## src/source/cpu_pkg.sv

```systemverilog
package cpu_pkg;

    typedef logic [31:0] word_t;
    typedef logic [4:0]  reg_addr_t;

    localparam word_t RESET_PC = 32'h0000_0000;

    // primary opcodes
    localparam logic [5:0] OP_SPECIAL = 6'h00;
    localparam logic [5:0] OP_J       = 6'h02;
    localparam logic [5:0] OP_BEQ     = 6'h04;
    localparam logic [5:0] OP_BNE     = 6'h05;
    localparam logic [5:0] OP_ADDIU   = 6'h09;
    localparam logic [5:0] OP_SLTI    = 6'h0a;
    localparam logic [5:0] OP_ANDI    = 6'h0c;
    localparam logic [5:0] OP_ORI     = 6'h0d;
    localparam logic [5:0] OP_XORI    = 6'h0e;
    localparam logic [5:0] OP_LUI     = 6'h0f;
    localparam logic [5:0] OP_LW      = 6'h23;
    localparam logic [5:0] OP_SW      = 6'h2b;

    // function field of SPECIAL
    localparam logic [5:0] FN_SLL  = 6'h00;
    localparam logic [5:0] FN_SRL  = 6'h02;
    localparam logic [5:0] FN_SRA  = 6'h03;
    localparam logic [5:0] FN_ADDU = 6'h21;
    localparam logic [5:0] FN_SUBU = 6'h23;
    localparam logic [5:0] FN_AND  = 6'h24;
    localparam logic [5:0] FN_OR   = 6'h25;
    localparam logic [5:0] FN_XOR  = 6'h26;
    localparam logic [5:0] FN_NOR  = 6'h27;
    localparam logic [5:0] FN_SLT  = 6'h2a;
    localparam logic [5:0] FN_SLTU = 6'h2b;

    typedef enum logic [3:0] {
        ALU_ADD, ALU_SUB, ALU_AND, ALU_OR, ALU_XOR, ALU_NOR,
        ALU_SLT, ALU_SLTU, ALU_SLL, ALU_SRL, ALU_SRA, ALU_LUI
    } alu_op_t;

    typedef struct packed {
        alu_op_t     alu_op;
        logic        use_imm;
        word_t       imm;        // already extended
        logic [4:0]  shamt;
        reg_addr_t   rs;
        logic        rs_used;
        reg_addr_t   rt;
        logic        rt_used;
        reg_addr_t   wreg;
        logic        regwen;     // never set for r0
        logic        load;
        logic        store;
        logic        is_branch;
        logic        branch_ne;
        logic        is_jump;
        logic [25:0] jump_index;
    } decoded_t;

    // ID/EX
    typedef struct packed {
        word_t       pc;
        alu_op_t     alu_op;
        logic        use_imm;
        word_t       imm;
        logic [4:0]  shamt;
        reg_addr_t   rs;
        reg_addr_t   rt;
        reg_addr_t   wreg;
        logic        regwen;
        logic        load;
        logic        store;
        word_t       rs_val;
        word_t       rt_val;
    } ex_pkt_t;

    // EX/WB
    typedef struct packed {
        word_t       pc;
        logic        regwen;
        reg_addr_t   wreg;
        logic        load;
        word_t       result;
    } wb_pkt_t;

endpackage
```

## src/source/cpu_core.sv

```systemverilog
`timescale 1ns/1ps

module cpu_core import cpu_pkg::*; (
    input  logic       aclk,
    input  logic       aresetn,
    output logic       inst_req,
    output word_t      inst_addr,
    input  word_t      inst_rdata,
    output logic       data_req,
    output logic       data_wr,
    output word_t      data_addr,
    output word_t      data_wdata,
    input  word_t      data_rdata,
    output word_t      debug_wb_pc,
    output logic [3:0] debug_wb_rf_wen,
    output reg_addr_t  debug_wb_rf_wnum,
    output word_t      debug_wb_rf_wdata
);

    logic      load_stall;
    logic      redirect;
    word_t     redirect_target;
    ex_pkt_t   ex_pkt;
    reg_addr_t rf_ra;
    reg_addr_t rf_rb;
    word_t     rf_rdata_a;
    word_t     rf_rdata_b;
    logic      ex_fwd_valid;
    reg_addr_t ex_fwd_reg;
    word_t     ex_fwd_data;
    logic      wb_regwen;
    reg_addr_t wb_wreg;
    word_t     wb_data;
    word_t     wb_pc;

    fetch_unit u_fetch_unit (
        .aclk            (aclk),
        .aresetn         (aresetn),
        .load_stall      (load_stall),
        .redirect        (redirect),
        .redirect_target (redirect_target),
        .inst_req        (inst_req),
        .inst_addr       (inst_addr)
    );

    decode_stage u_decode_stage (
        .aclk            (aclk),
        .aresetn         (aresetn),
        .fetch_addr      (inst_addr),
        .inst_rdata      (inst_rdata),
        .rf_ra           (rf_ra),
        .rf_rb           (rf_rb),
        .rf_rdata_a      (rf_rdata_a),
        .rf_rdata_b      (rf_rdata_b),
        .ex_fwd_valid    (ex_fwd_valid),
        .ex_fwd_reg      (ex_fwd_reg),
        .ex_fwd_data     (ex_fwd_data),
        .load_stall      (load_stall),
        .redirect        (redirect),
        .redirect_target (redirect_target),
        .ex_pkt          (ex_pkt)
    );

    regfile u_regfile (
        .aclk    (aclk),
        .aresetn (aresetn),
        .ra      (rf_ra),
        .rb      (rf_rb),
        .wen     (wb_regwen),
        .wreg    (wb_wreg),
        .wdata   (wb_data),
        .rdata_a (rf_rdata_a),
        .rdata_b (rf_rdata_b)
    );

    execute_stage u_execute_stage (
        .aclk         (aclk),
        .aresetn      (aresetn),
        .ex_pkt       (ex_pkt),
        .data_rdata   (data_rdata),
        .data_req     (data_req),
        .data_wr      (data_wr),
        .data_addr    (data_addr),
        .data_wdata   (data_wdata),
        .ex_fwd_valid (ex_fwd_valid),
        .ex_fwd_reg   (ex_fwd_reg),
        .ex_fwd_data  (ex_fwd_data),
        .wb_regwen    (wb_regwen),
        .wb_wreg      (wb_wreg),
        .wb_data      (wb_data),
        .wb_pc        (wb_pc)
    );

    // debug port mirrors the regfile write
    assign debug_wb_pc       = wb_pc;
    assign debug_wb_rf_wen   = {4{wb_regwen}};
    assign debug_wb_rf_wnum  = wb_wreg;
    assign debug_wb_rf_wdata = wb_data;

endmodule

```

## src/source/execute_stage.sv

```systemverilog
`timescale 1ns/1ps

module execute_stage import cpu_pkg::*; (
    input  logic      aclk,
    input  logic      aresetn,
    input  ex_pkt_t   ex_pkt,
    input  word_t     data_rdata,
    output logic      data_req,
    output logic      data_wr,
    output word_t     data_addr,
    output word_t     data_wdata,
    output logic      ex_fwd_valid,
    output reg_addr_t ex_fwd_reg,
    output word_t     ex_fwd_data,
    output logic      wb_regwen,
    output reg_addr_t wb_wreg,
    output word_t     wb_data,
    output word_t     wb_pc
);

    word_t   rs_fwd;
    word_t   rt_fwd;
    word_t   alu_b;
    word_t   alu_res;
    wb_pkt_t wb_q;

    // late operand fix from writeback
    assign rs_fwd = (wb_regwen && wb_wreg == ex_pkt.rs) ? wb_data : ex_pkt.rs_val;
    assign rt_fwd = (wb_regwen && wb_wreg == ex_pkt.rt) ? wb_data : ex_pkt.rt_val;
    assign alu_b  = ex_pkt.use_imm ? ex_pkt.imm : rt_fwd;

    alu u_alu (
        .a      (rs_fwd),
        .b      (alu_b),
        .op     (ex_pkt.alu_op),
        .shamt  (ex_pkt.shamt),
        .result (alu_res)
    );

    assign data_req   = ex_pkt.load || ex_pkt.store;
    assign data_wr    = ex_pkt.store;
    assign data_addr  = alu_res;            // base plus offset
    assign data_wdata = rt_fwd;

    assign ex_fwd_valid = ex_pkt.regwen && !ex_pkt.load;
    assign ex_fwd_reg   = ex_pkt.wreg;
    assign ex_fwd_data  = alu_res;

    always_ff @(posedge aclk) begin
        if (!aresetn) begin
            wb_q.regwen <= 1'b0;
        end else begin
            wb_q.pc     <= ex_pkt.pc;
            wb_q.regwen <= ex_pkt.regwen;
            wb_q.wreg   <= ex_pkt.wreg;
            wb_q.load   <= ex_pkt.load;
            wb_q.result <= alu_res;
        end
    end

    // load data arrives a cycle after the request
    assign wb_data   = wb_q.load ? data_rdata : wb_q.result;
    assign wb_regwen = wb_q.regwen;
    assign wb_wreg   = wb_q.wreg;
    assign wb_pc     = wb_q.pc;

endmodule

```

## src/source/decode_stage.sv

```systemverilog
`timescale 1ns/1ps

module decode_stage import cpu_pkg::*; (
    input  logic      aclk,
    input  logic      aresetn,
    input  word_t     fetch_addr,
    input  word_t     inst_rdata,
    output reg_addr_t rf_ra,
    output reg_addr_t rf_rb,
    input  word_t     rf_rdata_a,
    input  word_t     rf_rdata_b,
    input  logic      ex_fwd_valid,
    input  reg_addr_t ex_fwd_reg,
    input  word_t     ex_fwd_data,
    output logic      load_stall,
    output logic      redirect,
    output word_t     redirect_target,
    output ex_pkt_t   ex_pkt
);

    logic     fetch_live;   // fetch has issued its first request
    logic     id_valid;
    logic     replay;       // decode the held word again after a stall
    word_t    id_pc;
    word_t    held_inst;
    word_t    inst;
    word_t    rs_val;
    word_t    rt_val;
    word_t    pc_plus4;
    logic     taken;
    decoded_t dec;
    ex_pkt_t  next_pkt;

    always_ff @(posedge aclk) begin
        if (!aresetn) begin
            fetch_live <= 1'b0;
            id_valid   <= 1'b0;
            replay     <= 1'b0;
        end else begin
            fetch_live <= 1'b1;
            id_valid   <= fetch_live;
            replay     <= load_stall;
        end
    end

    always_ff @(posedge aclk) begin
        held_inst <= inst;
        if (!load_stall) begin
            id_pc <= fetch_addr;
        end
    end

    assign inst = !id_valid ? '0 : replay ? held_inst : inst_rdata;

    instruction_decoder u_decoder (
        .inst (inst),
        .dec  (dec)
    );

    assign rf_ra  = dec.rs;
    assign rf_rb  = dec.rt;
    assign rs_val = (ex_fwd_valid && ex_fwd_reg == dec.rs) ? ex_fwd_data : rf_rdata_a;
    assign rt_val = (ex_fwd_valid && ex_fwd_reg == dec.rt) ? ex_fwd_data : rf_rdata_b;

    // load result not ready until writeback
    assign load_stall = ex_pkt.load && (ex_pkt.wreg != '0) &&
                        ((dec.rs_used && dec.rs == ex_pkt.wreg) ||
                         (dec.rt_used && dec.rt == ex_pkt.wreg));

    assign pc_plus4 = id_pc + 32'd4;
    assign taken    = dec.is_branch && ((rs_val == rt_val) != dec.branch_ne);
    assign redirect = !load_stall && (dec.is_jump || taken);
    assign redirect_target = dec.is_jump ? {pc_plus4[31:28], dec.jump_index, 2'b00}
                                         : pc_plus4 + {dec.imm[29:0], 2'b00};

    always_comb begin
        next_pkt.pc      = id_pc;
        next_pkt.alu_op  = dec.alu_op;
        next_pkt.use_imm = dec.use_imm;
        next_pkt.imm     = dec.imm;
        next_pkt.shamt   = dec.shamt;
        next_pkt.rs      = dec.rs;
        next_pkt.rt      = dec.rt;
        next_pkt.wreg    = dec.wreg;
        next_pkt.rs_val  = rs_val;
        next_pkt.rt_val  = rt_val;
        next_pkt.regwen  = dec.regwen && !load_stall;   // bubble on stall
        next_pkt.load    = dec.load && !load_stall;
        next_pkt.store   = dec.store && !load_stall;
    end

    always_ff @(posedge aclk) begin
        if (!aresetn) begin
            ex_pkt.regwen <= 1'b0;
            ex_pkt.load   <= 1'b0;
            ex_pkt.store  <= 1'b0;
        end else begin
            ex_pkt <= next_pkt;
        end
    end

endmodule

```

## src/source/fetch_unit.sv

```systemverilog
`timescale 1ns/1ps

module fetch_unit import cpu_pkg::*; (
    input  logic  aclk,
    input  logic  aresetn,
    input  logic  load_stall,
    input  logic  redirect,
    input  word_t redirect_target,
    output logic  inst_req,
    output word_t inst_addr
);

    word_t next_addr;

    // delay slot is already in flight when redirect arrives
    always_comb begin
        if (load_stall) begin
            next_addr = inst_addr;              // reissue last address
        end else if (redirect) begin
            next_addr = redirect_target;
        end else begin
            next_addr = inst_addr + 32'd4;
        end
    end

    always_ff @(posedge aclk) begin
        if (!aresetn) begin
            inst_req  <= 1'b0;
            inst_addr <= RESET_PC;
        end else begin
            inst_req <= 1'b1;
            if (inst_req) begin                 // first request goes out at RESET_PC
                inst_addr <= next_addr;
            end
        end
    end

endmodule

```

## src/source/regfile.sv

```systemverilog
`timescale 1ns/1ps

module regfile import cpu_pkg::*; (
    input  logic      aclk,
    input  logic      aresetn,
    input  reg_addr_t ra,
    input  reg_addr_t rb,
    input  logic      wen,
    input  reg_addr_t wreg,
    input  word_t     wdata,
    output word_t     rdata_a,
    output word_t     rdata_b
);

    word_t regs [32];

    // architectural registers start at zero
    always_ff @(posedge aclk) begin
        if (!aresetn) begin
            for (int i = 0; i < 32; i++) begin
                regs[i] <= '0;
            end
        end else if (wen && wreg != '0) begin
            regs[wreg] <= wdata;
        end
    end

    // same-cycle write is visible to the reader
    assign rdata_a = (ra == '0) ? '0 : (wen && wreg == ra) ? wdata : regs[ra];
    assign rdata_b = (rb == '0) ? '0 : (wen && wreg == rb) ? wdata : regs[rb];

endmodule

```

## src/source/instruction_decoder.sv

```systemverilog
`timescale 1ns/1ps

module instruction_decoder import cpu_pkg::*; (
    input  word_t    inst,
    output decoded_t dec
);

    logic [5:0] op;
    logic [5:0] fn;
    word_t      sext;
    word_t      zext;
    logic       writes;

    assign op   = inst[31:26];
    assign fn   = inst[5:0];
    assign sext = {{16{inst[15]}}, inst[15:0]};
    assign zext = {16'h0000, inst[15:0]};

    always_comb begin
        dec            = '0;
        dec.alu_op     = ALU_ADD;
        dec.rs         = inst[25:21];
        dec.rt         = inst[20:16];
        dec.shamt      = inst[10:6];
        dec.jump_index = inst[25:0];
        writes         = 1'b0;
        case (op)
            OP_SPECIAL: begin
                dec.wreg    = inst[15:11];
                dec.rt_used = 1'b1;
                dec.rs_used = 1'b1;
                writes      = 1'b1;
                case (fn)
                    FN_ADDU: dec.alu_op = ALU_ADD;
                    FN_SUBU: dec.alu_op = ALU_SUB;
                    FN_AND:  dec.alu_op = ALU_AND;
                    FN_OR:   dec.alu_op = ALU_OR;
                    FN_XOR:  dec.alu_op = ALU_XOR;
                    FN_NOR:  dec.alu_op = ALU_NOR;
                    FN_SLT:  dec.alu_op = ALU_SLT;
                    FN_SLTU: dec.alu_op = ALU_SLTU;
                    FN_SLL:  dec.alu_op = ALU_SLL;
                    FN_SRL:  dec.alu_op = ALU_SRL;
                    FN_SRA:  dec.alu_op = ALU_SRA;
                    default: begin              // unknown, retire as no-op
                        writes      = 1'b0;
                        dec.rs_used = 1'b0;
                        dec.rt_used = 1'b0;
                    end
                endcase
                // shifts take rt only
                if (fn == FN_SLL || fn == FN_SRL || fn == FN_SRA) begin
                    dec.rs_used = 1'b0;
                end
            end
            OP_ADDIU, OP_SLTI, OP_ANDI, OP_ORI, OP_XORI, OP_LUI, OP_LW: begin
                dec.wreg    = inst[20:16];
                dec.use_imm = 1'b1;
                dec.rs_used = (op != OP_LUI);
                dec.imm     = (op == OP_ANDI || op == OP_ORI || op == OP_XORI ||
                               op == OP_LUI) ? zext : sext;
                dec.load    = (op == OP_LW);
                writes      = 1'b1;
                case (op)
                    OP_SLTI: dec.alu_op = ALU_SLT;
                    OP_ANDI: dec.alu_op = ALU_AND;
                    OP_ORI:  dec.alu_op = ALU_OR;
                    OP_XORI: dec.alu_op = ALU_XOR;
                    OP_LUI:  dec.alu_op = ALU_LUI;
                    default: dec.alu_op = ALU_ADD;
                endcase
            end
            OP_SW: begin
                dec.use_imm = 1'b1;
                dec.imm     = sext;
                dec.rs_used = 1'b1;
                dec.rt_used = 1'b1;         // store data
                dec.store   = 1'b1;
            end
            OP_BEQ, OP_BNE: begin
                dec.imm       = sext;
                dec.rs_used   = 1'b1;
                dec.rt_used   = 1'b1;
                dec.is_branch = 1'b1;
                dec.branch_ne = (op == OP_BNE);
            end
            OP_J:    dec.is_jump = 1'b1;
            default: ;
        endcase
        dec.regwen = writes && (dec.wreg != '0);
    end

endmodule

```

## src/source/alu.sv

```systemverilog
`timescale 1ns/1ps

module alu import cpu_pkg::*; (
    input  word_t      a,
    input  word_t      b,
    input  alu_op_t    op,
    input  logic [4:0] shamt,
    output word_t      result
);

    always_comb begin
        case (op)
            ALU_ADD:  result = a + b;
            ALU_SUB:  result = a - b;
            ALU_AND:  result = a & b;
            ALU_OR:   result = a | b;
            ALU_XOR:  result = a ^ b;
            ALU_NOR:  result = ~(a | b);
            ALU_SLT:  result = {31'b0, $signed(a) < $signed(b)};
            ALU_SLTU: result = {31'b0, a < b};
            // shifts work on b, as rt is the shifted operand
            ALU_SLL:  result = b << shamt;
            ALU_SRL:  result = b >> shamt;
            ALU_SRA:  result = word_t'($signed(b) >>> shamt);
            ALU_LUI:  result = b << 16;
            default:  result = '0;
        endcase
    end

endmodule

```

## config.mk

```make
export PLATFORM = sky130hd
export DESIGN_NAME = cpu_core
export DESIGN_NICKNAME = d
export VERILOG_FILES = /design/src/source/cpu_pkg.sv /design/src/source/cpu_core.sv /design/src/source/execute_stage.sv /design/src/source/decode_stage.sv /design/src/source/fetch_unit.sv /design/src/source/regfile.sv /design/src/source/instruction_decoder.sv /design/src/source/alu.sv
export SDC_FILE = /design/constraint.sdc
export NUM_CORES = 2
export LEC_CHECK = 0
export BUFFER_PORTS_ARGS = -buffer_cell sky130_fd_sc_hd__buf_2
export CAP_MARGIN = 20
export CORE_MARGIN = 2
export CORE_UTILIZATION = 35
export DETAILED_ROUTE_END_ITERATION = 8
export PLACE_DENSITY_LB_ADDON = 0.2
export RECOVER_POWER = 50
export SLEW_MARGIN = 5
export SYNTH_ARGS = -nofsm -noshare
export SYNTH_HDL_FRONTEND = slang
export SYNTH_SLANG_ARGS = --single-unit
```

## constraint.sdc

```tcl
create_clock -name aclk -period 7.73 [get_ports aclk]
set_clock_uncertainty 0.15 [all_clocks]
set_input_delay 0.773 -clock aclk [delete_from_list [all_inputs] [get_ports aclk]]
set_output_delay 0.773 -clock aclk [all_outputs]
set_load 0.02 [all_outputs]
```

# Yosys cells after proc, flatten, opt, wreduce, memory -nomap -nowiden

Memories as Yosys holds them, arrays and structs flattened.
Index checks and enable logic that the tools add are counted.

RAM bits: 1024
Input port bits: 66
Output and inout bits: 172
Memories: 1
Bits in registers: 326
Logic and storage cells: 165

Shift-type cells: 3
Equality and inequality tests: 43
Add/sub/neg operators: 5
Multiplexer cells: 39
Reduce and logical (&&, ||, !) cells: 43
Bitwise gates (word level): 5
$lt $le $gt $ge: 2

Memories:

| memory         | depth | width | rd ports | clocked after memory_dff | wr ports | RTL line      | source |
|---|---|---|---|---|---|---|---|
| u_regfile.regs | 32    | 32    | 2        | 0                        | 32       | regfile.sv:15 | `word_t regs [32];` |

Operator list:

| kind                                                             | count |
|---|---|
| 32-bit 2-to-1 mux                                                | 16 |
| 32-bit case mux with 12 select lines                             | 1 |
| 32-bit by 3-bit adder with 32-bit output (second input constant) | 2 |
| 32-bit adder                                                     | 2 |
| 32-bit < comparator                                              | 2 |
| 32-bit case mux with 2 select lines                              | 1 |
| 6-bit == test (second input constant)                            | 10 |
| 5-bit == test                                                    | 8 |
| 4-bit case mux with 10 select lines                              | 1 |
| 6-bit by 4-bit == test with 1-bit output (second input constant) | 6 |
| 32-bit bitwise AND                                               | 1 |
| 32-bit == test                                                   | 1 |
| 32-bit NOT                                                       | 1 |
| 32-bit bitwise OR                                                | 1 |
| 32-bit OR reduction                                              | 1 |
| 32-bit by 5-bit << shifter with 32-bit output                    | 1 |
| 32-bit by 5-bit >> shifter with 32-bit output                    | 1 |
| 32-bit by 5-bit >>> shifter with 32-bit output                   | 1 |
| 32-bit subtractor                                                | 1 |
| 32-bit bitwise XOR                                               | 1 |
| 4-bit case mux with 5 select lines                               | 1 |
| 6-bit by 2-bit == test with 1-bit output (second input constant) | 3 |
| 1-bit logical AND                                                | 18 |
| 4-bit by 3-bit == test with 1-bit output (second input constant) | 4 |
| other kinds (26)                                                 | 55 |

# Depth between registers and ports, before layout

Word-level depth: 14
Mapped depth: 34
Mapped depth without buffers: 29

# Modules after synthesis

From an unflattened synthesis, not the netlist that was laid out.

Cell total of the unflattened synthesis: 7070
Area total of the unflattened synthesis: 83866.7 um^2

Modules (own cells, without submodules):

| module              | cells each | seq. area each (um^2) | area each (um^2) | instances |
|---|---|---|---|---|
| regfile             | 3744       | 30749.5               | 54698.7          | 1 |
| decode_stage        | 1006       | 6316.1                | 11700.0          | 1 |
| alu                 | 1393       | 0.0                   | 9190.1           | 1 |
| execute_stage       | 477        | 2122.0                | 4946.0           | 1 |
| fetch_unit          | 285        | 660.6                 | 2203.4           | 1 |
| instruction_decoder | 161        | 0.0                   | 1098.6           | 1 |
| cpu_core            | 4          | 0.0                   | 30.0             | 1 |

# Least setup slack after synthesis

OpenSTA, ideal clock, no wires.

Kind: flip-flop to flip-flop
Start point: register u_execute_stage.wb_wreg[3] (netlist name)
End point: register u_fetch_unit.inst_addr[29]
Path slack: 437 ps
Library setup time: 116 ps
Required time: 7464 ps
Buffers on the path: 4
Cell stages (with the launch flop): 28
Arrival time: 7027 ps
Period minus slack after synthesis: 7293 ps
Path through: edfxtp_1 buf_4 xor2_1 nor3_4 buf_2 buf_2 buf_2 a21oi_1 a21oi_1 mux2_2 ha_1 nor2_1 a211oi_1 o31ai_1 nand4_1 a31oi_1 a31o_2 a31oi_1 o31a_1 nor4_2 o211ai_1 o221a_2 or4_4 nor4_4 mux2i_2 nand2_4 or4_1 and4_1

Longest elaborated chain between the ends: 14
Elaborated cells on any way between the ends: 35
Those cells by class: add/sub: 2; order compare: 2; eq/ne: 6; shift: 3; mux: 11; bitwise: 4; reduce/logical: 7

RTL lines:

| what                                                      | RTL line                               | source |
|---|---|---|
| 5-bit == test *                                           | execute_stage.sv:29                    | `assign rt_fwd = (wb_regwen && wb_wreg == ex_pkt.rt) ? wb_data : ex_pkt.rt_val;` |
| 1-bit logical AND *                                       | execute_stage.sv:29                    |  |
| 32-bit 2-to-1 mux *                                       | execute_stage.sv:29                    |  |
| via data_wdata[3]                                         | cpu_core.sv:12                         | `output word_t data_wdata,` |
| 32-bit 2-to-1 mux *                                       | execute_stage.sv:30                    | `assign alu_b = ex_pkt.use_imm ? ex_pkt.imm : rt_fwd;` |
| branches (longest 2 deep; another with 32-bit subtractor) | --                                     |  |
| 32-bit case mux with 12 select lines *                    | alu.sv:12                              | `case (op)` |
| 32-bit 2-to-1 mux, on equally long branches               | decode_stage.sv:62, decode_stage.sv:63 |  |
| 32-bit == test *                                          | decode_stage.sv:71                     | `assign taken = dec.is_branch && ((rs_val == rt_val) != dec.branch_ne);` |
| 1-bit != test *                                           | decode_stage.sv:71                     |  |
| 1-bit logical AND *                                       | decode_stage.sv:71                     |  |
| 1-bit logical OR *                                        | decode_stage.sv:72                     | `assign redirect = !load_stall && (dec.is_jump \|\| taken);` |
| 1-bit logical AND *                                       | decode_stage.sv:72                     |  |
| 32-bit 2-to-1 mux *                                       | fetch_unit.sv:19                       | `end else if (redirect) begin` |
| to (signal assigned)                                      | fetch_unit.sv:33                       | `inst_addr <= next_addr;` |
| to (decl)                                                 | fetch_unit.sv:10                       | `output word_t inst_addr` |

Mark *: on every way through the listed nets, which the timed path passes.
A chain may end at the register's enable or synchronous reset.

# Final worst setup path

Start point: register u_execute_stage.wb_q[32] (netlist name)
End point: register u_fetch_unit.inst_addr[29]

Longest elaborated chain between the ends: 13
Elaborated cells on any way between the ends: 28
Those cells by class: add/sub: 2; order compare: 2; eq/ne: 2; shift: 3; mux: 12; bitwise: 4; reduce/logical: 3

RTL lines:

| what                                                      | RTL line            | source |
|---|---|---|
| from (decl)                                               | execute_stage.sv:25 | `wb_pkt_t wb_q;` |
| 32-bit 2-to-1 mux *                                       | execute_stage.sv:62 | `assign wb_data = wb_q.load ? data_rdata : wb_q.result;` |
| branches (longest 6 deep; another with 32-bit subtractor) | --                  |  |
| 32-bit == test *                                          | decode_stage.sv:71  |  |
| 1-bit != test *                                           | decode_stage.sv:71  |  |
| 1-bit logical AND *                                       | decode_stage.sv:71  |  |
| 1-bit logical OR *                                        | decode_stage.sv:72  |  |
| 1-bit logical AND *                                       | decode_stage.sv:72  |  |
| 32-bit 2-to-1 mux *                                       | fetch_unit.sv:19    |  |

Every way passes the cells marked *.

==> key figures <==
Status
  – Outcome: finished with violations
  – Violations in the final reports: capacitance limit, slew limit, setup timing

Logic synthesis
  – Avg Cell Area, Syn: 9.68 um^2
  – Synthesized area: 83800 um^2
  – Synth Area in Compound Gates: 14.9%
  – Syn Inst Count: 8658
  – Top cell type's share of synthesized area: 45.3%
  – Most frequent cell after synthesis: nand2_1
  – Synth Register Bits: 1335
  – Combinational family with the most area after synthesis: simple AND/OR/NAND/NOR gates
  – Primary FF master, synth: edfxtp_1
  – Post-synth EDFFs: 1264
  – Asr flop ratio synth: 0%
  – Post-synthesis adder-cell area fraction: 2.09%
  – Synth Area in Simple Gates: 19.4%
  – Ys Warns: 0
  – Top cells by count, synth: nand2_1 (1357), nor2_1 (1330), edfxtp_1 (1264), clkbuf_1 (471), nand3_1 (401)
  – Top cells by area, synth: edfxtp_1 (45%), nand2_1 (6.1%), nor2_1 (6.0%)
  – Cell taking the most area after synthesis: edfxtp_1
  – Synth Area in XOR/XNOR: 0.912%
  – Portion of netlist area occupied by mux cells: 10.6%
  – Yosys cell types: 117
  – Sequential-to-total area share from yosys stat: 47.0%

Power
  – Internal: 13.8 mW
  – Power per cell area: 213 nW/um^2
  – Static Leakage: 37.8 nW
  – Switching share of power: 34.4%
  – Flop pwr share: 40.0%
  – VDD IR max: 190 uV
  – Combinational fraction of design power: 24.6%
  – Switching pwr: 7.27 mW
  – Clock power share: 35.4%

STA
  – Final Hold Vio Count: 0
  – Final setup viols: 23
  – Slew @ Worst Pin: 3.47 ns
  – Max-slew headroom at the worst pin: -131%
  – Final Cycle Share: 102%
  – Final min period: 7.87 ns
  – Final Slew Violations: 366
  – RSZ-0062 raised after global routing: true
  – Fmax achieved: 0.127 GHz
  – Final WS setup: -0.139 ns

Worst setup path
  – Critical Path, Cell by Cell: buf_12 > buf_12 > mux2i_4 > buf_4 > inv_2 > mux4_2 > o221ai_2 > o22ai_1 > a311oi_1 > nand4_1 > buf_4 > a21o_1 > a21oi_1 > o2111a_1 > nand4_1 > nor4_4 > buf_12 > mux2i_4 > nand2_4 > or4_4 > and4_1
  – Worst Path Buf+Inv: 6
  – Critical Path Stages: 21
  – CP max-delay cell: mux2i_4
  – Crit path largest cell delay: 0.78 ns
  – R2r setup slk: -0.14 ns
  – Worst Reg2Reg Path Length in Cells: 21
  – Most frequent CP cell: buf_12
  – Critical R2R Launch: u_execute_stage.wb_q[32]$_DFFE_PP_
  – Critical path endpoint category: flop
  – Crit path DAT: 8.41 ns
  – CP Capture Point: u_fetch_unit.inst_addr[29]$_SDFFE_PN0P_
  – Crit start category: flop
  – Critical path's top delay family: compound AO/OA/AOI/OAI gates
  – CP Class: reg2reg
  – Critical-path maximum fanout: 33
  – WP data required: 8.27 ns
  – Crit path from: u_execute_stage.wb_q[32]$_DFFE_PP_
  – Reg-to-reg endpoint: u_fetch_unit.inst_addr[29]$_SDFFE_PN0P_

Hold path
  – Hold Crit Class: in2reg
  – Hold Path Stages: 1
  – Min-delay src: aresetn

Layout
  – Fin util: 41.6%
  – Area growth syn-to-layout: 18.2%
  – Share of cells above drive strength 1: 19.3%
  – Nets: 9428
  – Fillers: 23300

Global routing
  – First-pass GRT wire length: 640000 um
  – Largest net degree at the start of global routing: 130
  – GRT Resource Usage Total: 37.8%
  – Vias in the first global route: 75300
  – Grt total ovfl: 0
  – Antenna violations before repair: 49

Floorplan
  – CORE AREA: 238000 um^2
  – I/O pin cnt: 238
  – Initial Util: 35.2%
  – Die height: 493 um
  – Die area: 243000 um^2
  – Row cnt: 179
  – Die width: 493 um

Detailed routing
  – Residual DRC: 0
  – DRT Pass-1 Iters: 7
  – Post-route ant nets: 0
  – Vias: 80800
  – Drt total wl: 476000 um
  – Routed vias/inst: 6.44
  – DRT iter0 DRCs: 12200
  – DR WL/cell: 38.0 um

Place
  – IO Port Bufs: 237
  – Detailed Place HPWL: 334000 um
  – Placement Setup Slack: -0.416 ns
  – Placer Congestion: 1.08

CTS
  – Root buf cell: clkbuf_16
  – CTS H-tree depth: 4
  – CTS tree: done
  – # hold bufs at CTS: 0
  – Clock sink total: 1335
  – Reg clk slew, reported paths: 0.06 ns
  – CTS Buf Count: 159
  – Clk_lat worst skew: 0.87 ns
  – CTS Buffer Depth: 3

Job
  – Max_cap viols: 10
## power groups by stage
stage / Combinational [mW] / Sequential [mW] / Clock (mW)
6_report: 5.19 / 8.44 / 7.48
5_1_grt: 5.25 / 8.46 / 7.81
4_1_cts: 4.95 / 8.42 / 7.55
3_5_place_dp: 4.91 / 8.57 / 0
3_3_place_gp: 4.93 / 8.57 / 0
2_1_floorplan: 2.24 / 8.46 / 0
## placed cells by master, fill, tap and decap left out, types with 37 or more instances in the layout
cell       count
nor2_1      1314
nand2_1     1310
edfxtp_1    1264
buf_4        832
nand3_1      396
mux2i_1      339
a21oi_1      260
o21ai_0      246
mux4_2       208
and3_1       187
buf_2        187
inv_1        185
clkbuf_16    159
a211oi_1     155
nor3_1       147
a311oi_1     134
ha_1         131
a31oi_1      111
clkbuf_1     108
a22oi_1       88
o211ai_1      73
dfxtp_1       69
a21o_1        62
a221oi_1      61
nand2b_1      56
xnor2_1       50
nand4_1       50
o22ai_1       48
clkinv_1      45
buf_12        45
nor4_1        37
o31ai_1       37
## cells by family after synthesis
group                    count (synthesis)
AND/OR/NAND/NOR                       3747
AO/OA/AOI/OAI                         1751
flip-flops                            1335
buffers and inverters                  992
multiplexers                           611
adder cells (fa/ha/maj)                138
XOR/XNOR                                83
other                                    1
## final cells by class
cell class	count	area, um^2	area share, %
Antenna cell	15	37.5	0.0379
Clock buffer	201	4160	4.20
Clock inverter	95	903	0.912
Inverter	213	835	0.842
Multi-Input combinational cell	6362	41200	41.6
Sequential cell	1335	39400	39.8
Tap cell	3167	3960	4.00
Timing Repair Buffer	1153	8570	8.66
## timing repair
action | in CTS | in global routing
gates resized for setup | 32 | 61
pin swaps | 1 | 22
setup buffers | 0 | 12
endpoints found under the setup margin | 42 | 39
## worst min-delay path by stage
stage | end | slack, ns
floorplan | u_execute_stage.wb_pc[0]$_DFFE_PP_ | 0.25
global placement | u_execute_stage.wb_pc[23]$_DFFE_PP_ | 0.25
detailed placement | u_execute_stage.wb_pc[8]$_DFFE_PP_ | 0.25
CTS | u_decode_stage.ex_pkt[97]$_DFFE_PP_ | 0.15
global route | u_decode_stage.ex_pkt[97]$_DFFE_PP_ | 0.17
finish | u_decode_stage.ex_pkt[94]$_DFFE_PP_ | 0.19
## state kept, by name (all words and copies together) (netlist names), 5 cells and up
| name | flops |
|---|---|
| u_decode_stage.ex_pkt | 141 |
| u_decode_stage.held_inst | 32 |
| u_decode_stage.id_pc | 32 |
| u_execute_stage.wb_pc | 32 |
| u_execute_stage.wb_q | 33 |
| u_execute_stage.wb_wreg | 5 |
| u_fetch_unit.inst_addr | 32 |
| u_regfile.regs | 1024 |
## per-stage QoR
| stage | instances | instance area (um^2) | TNS, ns | hold WS [ns] | power (mW) |
|---|---|---|---|---|---|
| after floorplan | 8689 | 83900 | 0 | 0.250 | 10.7 |
| after global placement | 12200 | 93600 | -12.36 | 0.253 | 13.5 |
| after detailed placement | 12200 | 93600 | -9.54 | 0.255 | 13.5 |
| after CTS | 12500 | 98800 | -0.00773 | 0.153 | 20.9 |
| after global routing | 12500 | 99000 | -0.0765 | 0.171 | 21.5 |
| final | 12500 | 99100 | -0.829 | 0.189 | 21.1 |
## layer usage
layer | vias to the layer above | part of all wire, % | global-route usage, %
met5 | - | 0.032 | 0
met4 | 20 | 6.6 | 21.5
met3 | 1219 | 10 | 8.21
met2 | 5762 | 43 | 57.0
met1 | 40700 | 40 | 50.2
li1 | 33100 | - | -
Note: power is estimated with default switching activity, not from simulation.
